[config.mk]
export PLATFORM = sky130hd
export DESIGN_NAME = video_top
export DESIGN_NICKNAME = d
export VERILOG_FILES = /design/src/hw/video_pkg.sv /design/src/hw/video_top.sv /design/src/hw/tft_scan.sv /design/src/hw/line_fifo.sv /design/src/hw/ppu_capture.sv
export VERILOG_INCLUDE_DIRS = /design/src /design/src/hw
export SDC_FILE = /design/constraint.sdc
export NUM_CORES = 1
export LEC_CHECK = 0
export BUFFER_PORTS_ARGS = -buffer_cell sky130_fd_sc_hd__buf_2
export CAP_MARGIN = 10
export CORE_MARGIN = 2
export CORE_UTILIZATION = 47
export DETAILED_ROUTE_END_ITERATION = 12
export SYNTH_ARGS = -nofsm -noshare
export SYNTH_HDL_FRONTEND = slang
export SYNTH_SLANG_ARGS = --single-unit
[constraint.sdc]
create_clock -name clk10M -period 9.45 [get_ports clk10M]
set_input_delay 1.89 -clock clk10M [delete_from_list [all_inputs] [get_ports clk10M]]
set_output_delay 1.89 -clock clk10M [all_outputs]
set_load 0.01 [all_outputs]
[src/hw/video_defines.svh]
// Small panel geometry for short simulations; the sums must stay in step with the region counts
`ifndef VIDEO_DEFINES_SVH
`define VIDEO_DEFINES_SVH

// Horizontal regions, in pixel clocks
`define VID_H_ACTIVE 16
`define VID_H_FRONT 2
`define VID_H_SYNC 2
`define VID_H_BACK 4
`define VID_H_TOTAL (`VID_H_ACTIVE + `VID_H_FRONT + `VID_H_SYNC + `VID_H_BACK)

// Vertical regions, in lines
`define VID_V_ACTIVE 6
`define VID_V_FRONT 1
`define VID_V_SYNC 1
`define VID_V_BACK 2
`define VID_V_TOTAL (`VID_V_ACTIVE + `VID_V_FRONT + `VID_V_SYNC + `VID_V_BACK)

`define VID_FIFO_DEPTH 8
`define VID_SEQ_W 8

`endif
[src/hw/video_pkg.sv]
// Buffer word types; VID_SEQ_W must stay below 16 so the marker fits in one pixel word
`include "video_defines.svh"

package video_pkg;

	// Reduced colour as stored in the line buffer
	typedef struct packed {
		logic [4:0] r;
		logic [5:0] g;
		logic [4:0] b;
	} rgb565_t;

	// Frame marker, written once per vertical blank
	typedef struct packed {
		logic [`VID_SEQ_W - 1:0] seq;
		logic [15 - `VID_SEQ_W:0] spare;
	} marker_t;

	// One buffer word, read as pixel or marker depending on the tag
	typedef union packed {
		rgb565_t pix;
		marker_t mark;
	} fb_word_u;

	// Tagged buffer entry
	typedef struct packed {
		logic is_mark;
		fb_word_u word;
	} fb_entry_t;

endpackage

[src/hw/video_top.sv]
// Single clock video path; buffer depth comes from VID_FIFO_DEPTH
`timescale 1ns/1ps
`include "video_defines.svh"

module video_top (
	input logic clk10M,
	input logic reset,
	input logic [23:0] ppu_rgb,
	input logic ppu_valid,
	input logic ppu_vblank,
	output logic [23:0] tft_rgb,
	output logic tft_de,
	output logic tft_hsync,
	output logic tft_vsync,
	output logic overflow,
	output logic underflow,
	output logic [`VID_SEQ_W - 1:0] frame_seq
);

	import video_pkg::*;

	// Capture to buffer
	fb_entry_t cap_entry;
	logic cap_valid;
	logic cap_ready;

	// Buffer to scan
	fb_entry_t scan_entry;
	logic scan_valid;
	logic scan_ready;

	ppu_capture cap0 (
		.clk10M(clk10M),
		.reset(reset),
		.ppu_rgb(ppu_rgb),
		.ppu_valid(ppu_valid),
		.ppu_vblank(ppu_vblank),
		.cap_entry(cap_entry),
		.cap_valid(cap_valid),
		.cap_ready(cap_ready),
		.overflow(overflow)
	);

	line_fifo #(.DEPTH(`VID_FIFO_DEPTH)) fifo0 (
		.clk10M(clk10M),
		.reset(reset),
		.in_entry(cap_entry),
		.in_valid(cap_valid),
		.in_ready(cap_ready),
		.out_entry(scan_entry),
		.out_valid(scan_valid),
		.out_ready(scan_ready)
	);

	tft_scan scan0 (
		.clk10M(clk10M),
		.reset(reset),
		.scan_entry(scan_entry),
		.scan_valid(scan_valid),
		.scan_ready(scan_ready),
		.tft_rgb(tft_rgb),
		.tft_de(tft_de),
		.tft_hsync(tft_hsync),
		.tft_vsync(tft_vsync),
		.underflow(underflow),
		.frame_seq(frame_seq)
	);

endmodule

[src/hw/tft_scan.sv]
// Counters restart at the first blanking line after reset; outputs lag the counters by one cycle
`timescale 1ns/1ps
`include "video_defines.svh"

module tft_scan (
	input logic clk10M,
	input logic reset,
	input video_pkg::fb_entry_t scan_entry,
	input logic scan_valid,
	output logic scan_ready,
	output logic [23:0] tft_rgb,
	output logic tft_de,
	output logic tft_hsync,
	output logic tft_vsync,
	output logic underflow,
	output logic [`VID_SEQ_W - 1:0] frame_seq
);

	import video_pkg::*;

	localparam int HW = $clog2(`VID_H_TOTAL);
	localparam int VW = $clog2(`VID_V_TOTAL);
	localparam logic [HW - 1:0] H_ACT = HW'(`VID_H_ACTIVE);
	localparam logic [HW - 1:0] H_SYNC_ON = HW'(`VID_H_ACTIVE + `VID_H_FRONT);
	localparam logic [HW - 1:0] H_SYNC_OFF = HW'(`VID_H_ACTIVE + `VID_H_FRONT + `VID_H_SYNC);
	localparam logic [HW - 1:0] H_LAST = HW'(`VID_H_TOTAL - 1);
	localparam logic [VW - 1:0] V_ACT = VW'(`VID_V_ACTIVE);
	localparam logic [VW - 1:0] V_SYNC_ON = VW'(`VID_V_ACTIVE + `VID_V_FRONT);
	localparam logic [VW - 1:0] V_SYNC_OFF = VW'(`VID_V_ACTIVE + `VID_V_FRONT + `VID_V_SYNC);
	localparam logic [VW - 1:0] V_LAST = VW'(`VID_V_TOTAL - 1);

	logic [HW - 1:0] hcnt;
	logic [VW - 1:0] vcnt;
	logic active;
	logic hsync_c;
	logic vsync_c;
	logic armed;
	logic head_mark;
	logic head_pix;
	logic pop;
	logic disarm;
	rgb565_t pix;
	logic [23:0] wide;

	assign active = (hcnt < H_ACT) && (vcnt < V_ACT);
	assign hsync_c = (hcnt >= H_SYNC_ON) && (hcnt < H_SYNC_OFF);
	assign vsync_c = (vcnt >= V_SYNC_ON) && (vcnt < V_SYNC_OFF);
	// Start of the first vertical sync line
	assign disarm = (hcnt == '0) && (vcnt == V_SYNC_ON);

	assign head_mark = scan_valid & scan_entry.is_mark;
	assign head_pix = scan_valid & ~scan_entry.is_mark;

	// In blanking everything at the head is drained, pixels and markers alike
	assign pop = active ? (armed & head_pix) : scan_valid;
	assign scan_ready = pop;

	// Bit replication back to 8 bits per channel
	assign pix = scan_entry.word.pix;
	assign wide = {pix.r, pix.r[4:2], pix.g, pix.g[5:4], pix.b, pix.b[4:2]};

	// Free running raster position
	always_ff @(posedge clk10M) begin
		if (reset) begin
			hcnt <= '0;
			vcnt <= V_ACT;
		end else if (hcnt == H_LAST) begin
			hcnt <= '0;
			vcnt <= (vcnt == V_LAST) ? '0 : vcnt + 1'b1;
		end else begin
			hcnt <= hcnt + 1'b1;
		end
	end

	always_ff @(posedge clk10M) begin
		if (reset) begin
			armed <= 1'b0;
			frame_seq <= '0;
			underflow <= 1'b0;
			tft_de <= 1'b0;
			tft_hsync <= 1'b0;
			tft_vsync <= 1'b0;
			tft_rgb <= '0;
		end else begin
			// A marker wins over the disarm point
			if (!active && head_mark) begin
				armed <= 1'b1;
				frame_seq <= scan_entry.word.mark.seq;
			end else if (disarm) begin
				armed <= 1'b0;
			end
			if (active && !pop)
				underflow <= 1'b1;
			tft_de <= active;
			tft_hsync <= hsync_c;
			tft_vsync <= vsync_c;
			// Black whenever no pixel is taken
			tft_rgb <= (active && pop) ? wide : 24'h0;
		end
	end

endmodule

[src/hw/line_fifo.sv]
// Head is shown without a read; write and read may share a cycle even when full is not reached
`timescale 1ns/1ps
`include "video_defines.svh"

module line_fifo #(
	parameter int DEPTH = `VID_FIFO_DEPTH
) (
	input logic clk10M,
	input logic reset,
	input video_pkg::fb_entry_t in_entry,
	input logic in_valid,
	output logic in_ready,
	output video_pkg::fb_entry_t out_entry,
	output logic out_valid,
	input logic out_ready
);

	import video_pkg::*;

	localparam int AW = $clog2(DEPTH);
	localparam int CW = $clog2(DEPTH + 1);
	localparam logic [AW - 1:0] LAST = AW'(DEPTH - 1);
	localparam logic [CW - 1:0] FULL = CW'(DEPTH);

	fb_entry_t mem [DEPTH];
	logic [AW - 1:0] wr_ptr;
	logic [AW - 1:0] rd_ptr;
	logic [CW - 1:0] count;
	logic push;
	logic pop;

	assign in_ready = count != FULL;
	assign out_valid = count != '0;
	assign out_entry = mem[rd_ptr];

	assign push = in_valid & in_ready;
	assign pop = out_valid & out_ready;

	// Storage
	always_ff @(posedge clk10M) begin
		if (push)
			mem[wr_ptr] <= in_entry;
	end

	// Pointers wrap explicitly so any depth works
	always_ff @(posedge clk10M) begin
		if (reset) begin
			wr_ptr <= '0;
			rd_ptr <= '0;
			count <= '0;
		end else begin
			if (push)
				wr_ptr <= (wr_ptr == LAST) ? '0 : wr_ptr + 1'b1;
			if (pop)
				rd_ptr <= (rd_ptr == LAST) ? '0 : rd_ptr + 1'b1;
			case ({push, pop})
				2'b10: count <= count + 1'b1;
				2'b01: count <= count - 1'b1;
				default: count <= count;
			endcase
		end
	end

endmodule

[src/hw/ppu_capture.sv]
// One pending entry only; a marker always takes the slot and any entry lost raises overflow
`timescale 1ns/1ps
`include "video_defines.svh"

module ppu_capture (
	input logic clk10M,
	input logic reset,
	input logic [23:0] ppu_rgb,
	input logic ppu_valid,
	input logic ppu_vblank,
	output video_pkg::fb_entry_t cap_entry,
	output logic cap_valid,
	input logic cap_ready,
	output logic overflow
);

	import video_pkg::*;

	logic vblank_d;
	logic [`VID_SEQ_W - 1:0] seq;
	logic [`VID_SEQ_W - 1:0] seq_next;
	logic take;
	logic room;
	logic mark_due;
	logic load_pix;
	logic lost;
	fb_entry_t mark_entry;
	fb_entry_t pix_entry;

	assign take = cap_valid & cap_ready;
	// Slot is free, or is emptied at this edge
	assign room = ~cap_valid | take;
	// End of vertical blank
	assign mark_due = vblank_d & ~ppu_vblank;
	assign load_pix = ppu_valid & room & ~mark_due;
	assign seq_next = seq + 1'b1;

	// Pixel dropped for lack of room, or pending entry overwritten by a marker
	assign lost = (ppu_valid & ~room) | (ppu_valid & mark_due) | (mark_due & ~room);

	always_comb begin
		mark_entry = '0;
		mark_entry.is_mark = 1'b1;
		mark_entry.word.mark.seq = seq_next;

		// Keep the top bits of each channel
		pix_entry = '0;
		pix_entry.word.pix.r = ppu_rgb[23:19];
		pix_entry.word.pix.g = ppu_rgb[15:10];
		pix_entry.word.pix.b = ppu_rgb[7:3];
	end

	always_ff @(posedge clk10M) begin
		if (reset) begin
			vblank_d <= 1'b0;
			seq <= '0;
			cap_valid <= 1'b0;
			overflow <= 1'b0;
		end else begin
			vblank_d <= ppu_vblank;
			if (mark_due)
				seq <= seq_next;
			if (mark_due || load_pix)
				cap_valid <= 1'b1;
			else if (take)
				cap_valid <= 1'b0;
			if (lost)
				overflow <= 1'b1;
		end
	end

	// Pending entry payload
	always_ff @(posedge clk10M) begin
		if (mark_due)
			cap_entry <= mark_entry;
		else if (load_pix)
			cap_entry <= pix_entry;
	end

endmodule

==> results.yml, run 1 <==
layout:
  final_nets: 657
  area_used_by_multi_input_combinational_logic_um2: 2600
  syn2layout_area_growth_pct: 13.7
  layout-drive-gt1-share_pct: 24.7
  nFillCells: 1480
  num_antenna_cells: 0
  stdcell_area_um2: 9740
  regArea_um2: 5750
route:
  drtIter0Drc: 250
  wl_per_cell_um: 18.9
  finalWirelength_um: 16300
  drt_drc_violations_left: 0
  via_count: 4717
  drt_first_pass_iters: 5
  route.antenna.remaining_nets: 0
  avgViaCountPerCell: 5.46
timing:
  finalMaxSlewViolations: 0
  hold_ws_ns: 0.459
  max-slew-margin-rel_pct: 25.0
  setup-violations-final: 0
  rsz0062_at_grt: "false"
  clock_skew_ns: 0.00791
  fmax_ghz: 0.269
  number_of_hold_violations_in_the_final_report: 0
  setup_total_negative_slack_ns: 0
  final.min_clock_period_ns: 3.71
  final_min_period_over_clock_period_pct: 39.3
  max_slew.worst_pin.slew_ns: 1.12
clocking:
  clock_tree.buffer_depth: 3
  clock_sink_count: 215
  cts_max_level: 1
  clkSlewWorstSetupHoldPaths_ns: 0.06
  cts.repair.resized: 0
  cts_hold_repair.buffers: 0
  clk-insertion-delay-late_ns: 0.49
  cts_root_buf: "sky130_fd_sc_hd__clkbuf_16"
  cts_inserted_buffers: 22
  tritoncts: "yes"
  cts_post_setup_buffers_inserted: 0
status:
  result_of_the_run: "finished clean"
pwr:
  max-vdd-ir-drop_v: 0.000122
  power.density_nw_per_um2: 254
  p_leak_nw: 3.36
die:
  chipWidth_um: 139
  design.die.area_um2: 19300
  floorplan.initialDensity_pct: 47.8
  floorplan.core_area_um2: 17900
  top_ports: 65
  num_rows: 49
  die_height_um: 139
critical_path:
  worstSetupPathType: "reg -> reg"
  timing.critical_path.from_type: "flip-flop"
  worstPathCellList: "nand2_1 > o22ai_2 > o21ai_1 > nand2_1 > ha_1 > xor2_1 > ha_1 > a21oi_1 > xor2_1 > or3_1 > a21oi_1"
  end_kind: "flip-flop"
  critical_path_arrival_ns: 4.12
  critical_path.max_stage_delay_ns: 1.06
  path_max_fanout: 36
  slowest_stage: "sky130_fd_sc_hd__dfxtp_2"
  worst-endpoint-required_ns: 9.86
synthesis:
  synth_nets: 607
  synth-edff-count: 144
  seq_area_frac_synth_pct: 67.1
  yosys.area.top_type_share_pct: 50.5
  synthMostInstantiatedCell: "sky130_fd_sc_hd__edfxtp_1"
  synth_common_cells: "144 x sky130_fd_sc_hd__edfxtp_1, 71 x sky130_fd_sc_hd__dfxtp_1, 39 x sky130_fd_sc_hd__nand2_1"
  mappedNetlistArea_um2: 8560
  synthTopCellsByArea: "sky130_fd_sc_hd__edfxtp_1 50%, sky130_fd_sc_hd__dfxtp_1 17%, sky130_fd_sc_hd__mux4_2 8.4%"
  ys_types: 53
  synthArstFlopShare_pct: 0
  netlist_instances: 569
  netlist.top_cell.by_area: "sky130_fd_sc_hd__edfxtp_1"
  synthFlopType: "sky130_fd_sc_hd__edfxtp_1"
  syn_area_per_cell_um2: 15.1
  synth.ff_latch_count: 215
  synth_warn: 0
global_route:
  via_count_of_the_first_global_routing_pass: 4792
  grt_max_degree: 45
  gr-total-overflow: 0
  overall_track_demand_over_capacity_in_global_routing_pct: 17.0
  grt_antenna_before_repair: 0
  grt_first_pass_wirelength_um: 25900
placement:
  place_hpwl_um: 9870
  placed_cell_area_um2: 9020
  io_buffers: 56
  place.gp.congestion: 0.762
job:
  drv_cap: 0
worst_hold_path:
  min-delay-path-class: "reg -> reg"
## per-stage QoR
step	util [%]	power (W)	std cells	setup slack, ns
floorplan	-	0.00153	569	6.47
global placement	50.4	0.00163	824	5.86
detailed placement	50.4	0.00165	824	5.75
CTS	54.4	0.00250	864	5.71
global route	54.4	0.00258	864	5.46
finish	54.4	0.00247	864	5.74
## flip-flops by register name, summed over array words and instances (netlist names), 3 cells and up, named ones only
name and count:
fifo0.mem 136, cap0.cap_entry 17, scan0.tft_rgb 16, cap0.seq 8, scan0.frame_seq 8, scan0.hcnt 5
fifo0.count 4, scan0.vcnt 4, fifo0.rd_ptr 3, fifo0.wr_ptr 3
## routing by layer
| metal | global-route usage, % | share of wire (%) | wire length, um | up-vias |
|---|---|---|---|---|
| met2 | 28.9 | 49 | 8040 | 102 |
| li1 | - | - | - | 2238 |
| met1 | 23.4 | 45 | 7290 | 2355 |
| met5 | 0 | 0 | 0 | - |
| met4 | 4.04 | 1.5 | 251 | 0 |
| met3 | 2.62 | 4.5 | 738 | 22 |
## worst paths after layout
kind,slack (ns),depth (start not counted),end,from
worst max-delay path,5.74,11,fifo0.count[2],flip-flop
worst min-delay path,0.46,1,cap0.overflow,cap0.overflow
worst max register to register,5.74,11,fifo0.count[2],flip-flop
worst min register to register,0.46,1,cap0.overflow,cap0.overflow
## layout make-up
class,count,area share [%]
Tap cell,229,2.94
Sequential cell,215,59.0
Multi-Input combinational cell,305,26.7
Timing Repair Buffer,63,3.42
Inverter,12,0.462
Clock buffer,32,6.56
Clock inverter,8,0.861
## placed cells by master (no fill, tap or decap), types with 3 or more instances in the layout
cell / count
sky130_fd_sc_hd__buf_4: 7
sky130_fd_sc_hd__clkbuf_1: 6
sky130_fd_sc_hd__nand2_1: 39
sky130_fd_sc_hd__nand2b_1: 6
sky130_fd_sc_hd__dfxtp_2: 3
sky130_fd_sc_hd__a21oi_1: 23
sky130_fd_sc_hd__o31a_1: 3
sky130_fd_sc_hd__mux4_2: 32
sky130_fd_sc_hd__o21ai_0: 12
sky130_fd_sc_hd__inv_1: 12
sky130_fd_sc_hd__mux2_2: 3
sky130_fd_sc_hd__ha_1: 10
sky130_fd_sc_hd__nor3_4: 4
sky130_fd_sc_hd__dfxtp_1: 68
sky130_fd_sc_hd__nor3_1: 7
sky130_fd_sc_hd__nor4b_2: 8
sky130_fd_sc_hd__buf_2: 56
sky130_fd_sc_hd__o21ai_1: 5
sky130_fd_sc_hd__edfxtp_1: 144
sky130_fd_sc_hd__clkbuf_16: 23
sky130_fd_sc_hd__a211oi_2: 8
sky130_fd_sc_hd__nand3_1: 20
sky130_fd_sc_hd__xnor2_1: 9
sky130_fd_sc_hd__nor2_1: 38
sky130_fd_sc_hd__nor3b_1: 3
sky130_fd_sc_hd__xor2_1: 9
sky130_fd_sc_hd__clkbuf_8: 3
sky130_fd_sc_hd__or3_1: 6
sky130_fd_sc_hd__mux2i_1: 19
sky130_fd_sc_hd__clkinv_1: 5
sky130_fd_sc_hd__nor2b_1: 9
## critical path: cells and delay by family (launching register included)
kind | cells | cell delay, ns
AO/OA/AOI/OAI | 4 | 1.14
XOR/XNOR | 2 | 0.37
adder cells (fa/ha/maj) | 2 | 0.44
AND/OR/NAND/NOR | 3 | 0.62
flip-flops | 1 | 1.06
## cell families after synthesis
group | after synthesis | synth area share [%]
AOI/OAI and AO/OA | 67 | 5.54
xor gates and xnor gates | 18 | 1.84
adders and majority gates | 10 | 1.46
buffers and inverters | 49 | 3.13
DFF | 215 | 67.1
muxes | 54 | 11.0
and+or+nand+nor | 156 | 9.92
## where the power goes
| group | total, W | switching (W) | leakage (nW) | internal (W) |
|---|---|---|---|---|
| combinational | 0.000455 | 0.000232 | 1.10 | 0.000223 |
| sequential | 0.00116 | 0.0000872 | 1.91 | 0.00108 |
| clock | 0.000856 | 0.000334 | 0.352 | 0.000522 |
Note: power is estimated with default switching activity, not from simulation.
==> run 2, diff against run 1 <==
- clock period: 9.45 -> 3.45 ns (I/O delays scaled with it)
==> results.yml, run 2 (synthesis gave the netlist of run 1 again) <==
critical_path:
  setup.worst_path.end: "fifo0.count[2]"
  path_max_fanout: 10
  r2r-start: "fifo0.count[1]"
  cp.depth: 11
  worstSetupPathType: "reg -> reg"
  crit_family: "simple AND/OR/NAND/NOR gates"
  end_kind: "flip-flop"
  critical_path_arrival_ns: 3.27
  slowest_stage: "sky130_fd_sc_hd__or4_4"
  slack_of_the_worst_reg_to_reg_path_ns: 0.60
  worstPathCellList: "or4_4 > and2_1 > o21ai_1 > nand2_1 > ha_1 > xor2_1 > ha_1 > a21oi_1 > xor2_1 > or3_1 > a21oi_1"
  timing.critical_path.from_type: "flip-flop"
  critical_path.max_stage_delay_ns: 0.60
  worst-endpoint-required_ns: 3.87
  worstRegToRegCells: 11
  critPathBufInv: 0
  critical_path.reg2reg.endpoint: "fifo0.count[2]"
  startpoint: "fifo0.count[1]"
pwr:
  sw_frac_of_total_pct: 26.5
  max-vdd-ir-drop_v: 0.000368
  power.density_nw_per_um2: 697
  switchingPower_w: 0.00181
  clock_power_share_pct: 34.9
  p_leak_nw: 3.44
  cellInternalPower_w: 0.00504
  power.combinational.fraction_pct: 19.8
  pwr-share-seq_pct: 45.2
placement:
  place_hpwl_um: 10300
  io_buffers: 56
  place.gp.congestion: 0.781
  dpl.cell_count: 835
global_route:
  grt_first_pass_wirelength_um: 26100
  overall_track_demand_over_capacity_in_global_routing_pct: 17.1
  gr-total-overflow: 0
  via_count_of_the_first_global_routing_pass: 4766
  grt_max_degree: 36
  grt_antenna_before_repair: 0
route:
  drt_drc_violations_left: 0
  route.antenna.remaining_nets: 0
  via_count: 4744
  avgViaCountPerCell: 5.42
  finalWirelength_um: 16500
  drtIter0Drc: 320
  drt_first_pass_iters: 4
  wl_per_cell_um: 18.8
timing:
  max-slew-margin-rel_pct: 34.6
  rsz0062_at_grt: "false"
  clock_skew_ns: 0.0104
  finalMaxSlewViolations: 0
  setup-violations-final: 0
  number_of_hold_violations_in_the_final_report: 0
  setup_total_negative_slack_ns: 0
  fmax_ghz: 0.351
  final.min_clock_period_ns: 2.85
  final_min_period_over_clock_period_pct: 82.5
  max_slew.worst_pin.slew_ns: 0.978
clocking:
  clkSlewWorstSetupHoldPaths_ns: 0.06
  clock_tree.buffer_depth: 3
  clock_sink_count: 215
  cts_hold_repair.buffers: 0
  cts.repair.resized: 0
  cts_max_level: 1
  clk-insertion-delay-late_ns: 0.50
  cts_inserted_buffers: 22
  cts_post_setup_buffers_inserted: 0
  tritoncts: "yes"
  cts_root_buf: "sky130_fd_sc_hd__clkbuf_16"
die:
  top_ports: 65
  num_rows: 49
  chipWidth_um: 139
  floorplan.initialDensity_pct: 47.8
  design.die.area_um2: 19300
  die_height_um: 139
  floorplan.core_area_um2: 17900
layout:
  num_antenna_cells: 0
  commonest_non_fill_non_tap_cells_in_the_layout: "144 x sky130_fd_sc_hd__edfxtp_1, 69 x sky130_fd_sc_hd__dfxtp_1, 56 x sky130_fd_sc_hd__buf_2"
  mostFrequentLayoutCell: "sky130_fd_sc_hd__edfxtp_1"
  area_used_by_multi_input_combinational_logic_um2: 2590
  nFillCells: 1463
  post_layout_instance_count_excluding_filler_cells: 875
  largest-register: "fifo0.mem"
  syn2layout_area_growth_pct: 14.8
  regArea_um2: 5750
  layout-drive-gt1-share_pct: 26.9
  biggestRegsByFlops: "fifo0.mem: 136 flops, cap0.cap_entry: 17 flops, scan0.tft_rgb: 16 flops"
  largest_register_ffs: 136
  final_nets: 668
worst_hold_path:
  min-delay-path-class: "in -> reg"
  holdCritStartpoint: "ppu_rgb[4]"
status:
  result_of_the_run: "finished clean"
job:
  drv_cap: 0
[run 2: stage by stage]
step	total power [W]	util (%)	hold WS (ns)	instance area, um2	setup slack [ns]
after global placement	0.00448	50.7	0.452	9080	0.716
after detailed placement	0.00453	50.7	0.460	9080	0.635
after floorplan	0.00420	-	0.457	8560	0.474
after CTS	0.00692	54.9	0.420	9830	0.616
final	0.00685	54.9	0.431	9830	0.605
after global routing	0.00715	54.9	0.428	9830	0.466
[run 2: worst min-delay path by stage]
stage,to,slack (ns),cells past startpoint
global placement,scan0.frame_seq[6],0.45,2
floorplan,scan0.hcnt[0],0.46,1
finish,cap0.cap_entry[1],0.43,3
CTS,cap0.cap_entry[1],0.42,3
detailed placement,scan0.frame_seq[2],0.46,2
global route,cap0.cap_entry[1],0.43,3
[run 2: cell type report]
type                    instances  share of cell area [%]
multi-input cells             305                    26.3
repair buffers                 74                    4.22
clock buffers                  36                    7.11
inverters                      12                   0.458
well taps                     229                    2.91
flip-flops and latches        215                    58.5
clock inverters                 4                   0.484
[run 2: power groups by stage]
stage | combinational (W) | sequential (W) | clock (W)
final | 0.00136 | 0.00310 | 0.00239
after global placement | 0.00134 | 0.00314 | 0
after floorplan | 0.00111 | 0.00310 | 0
after detailed placement | 0.00138 | 0.00316 | 0
after CTS | 0.00138 | 0.00310 | 0.00243
after global routing | 0.00148 | 0.00313 | 0.00254
[run 2: worst reg2reg max path: stages (launching register included)]
cell and delay, ns:
sky130_fd_sc_hd__dfxtp_1 0.40, sky130_fd_sc_hd__or4_4 0.60, sky130_fd_sc_hd__and2_1 0.22, sky130_fd_sc_hd__o21ai_1 0.11
sky130_fd_sc_hd__nand2_1 0.12, sky130_fd_sc_hd__ha_1 0.27, sky130_fd_sc_hd__xor2_1 0.17, sky130_fd_sc_hd__ha_1 0.21
sky130_fd_sc_hd__a21oi_1 0.15, sky130_fd_sc_hd__xor2_1 0.10, sky130_fd_sc_hd__or3_1 0.31, sky130_fd_sc_hd__a21oi_1 0.14
[run 2: per-layer routing]
metal  vias to the layer above  GRT usage (%)  share of wire, %  wire [um]
met1                      2368           23.1                43       7130
met5                         -              0                 0          0
met2                        99           29.7                50       8290
met4                         0           3.51               1.1        186
met3                        19           2.56               5.2        855
li1                       2258              -                 -          -
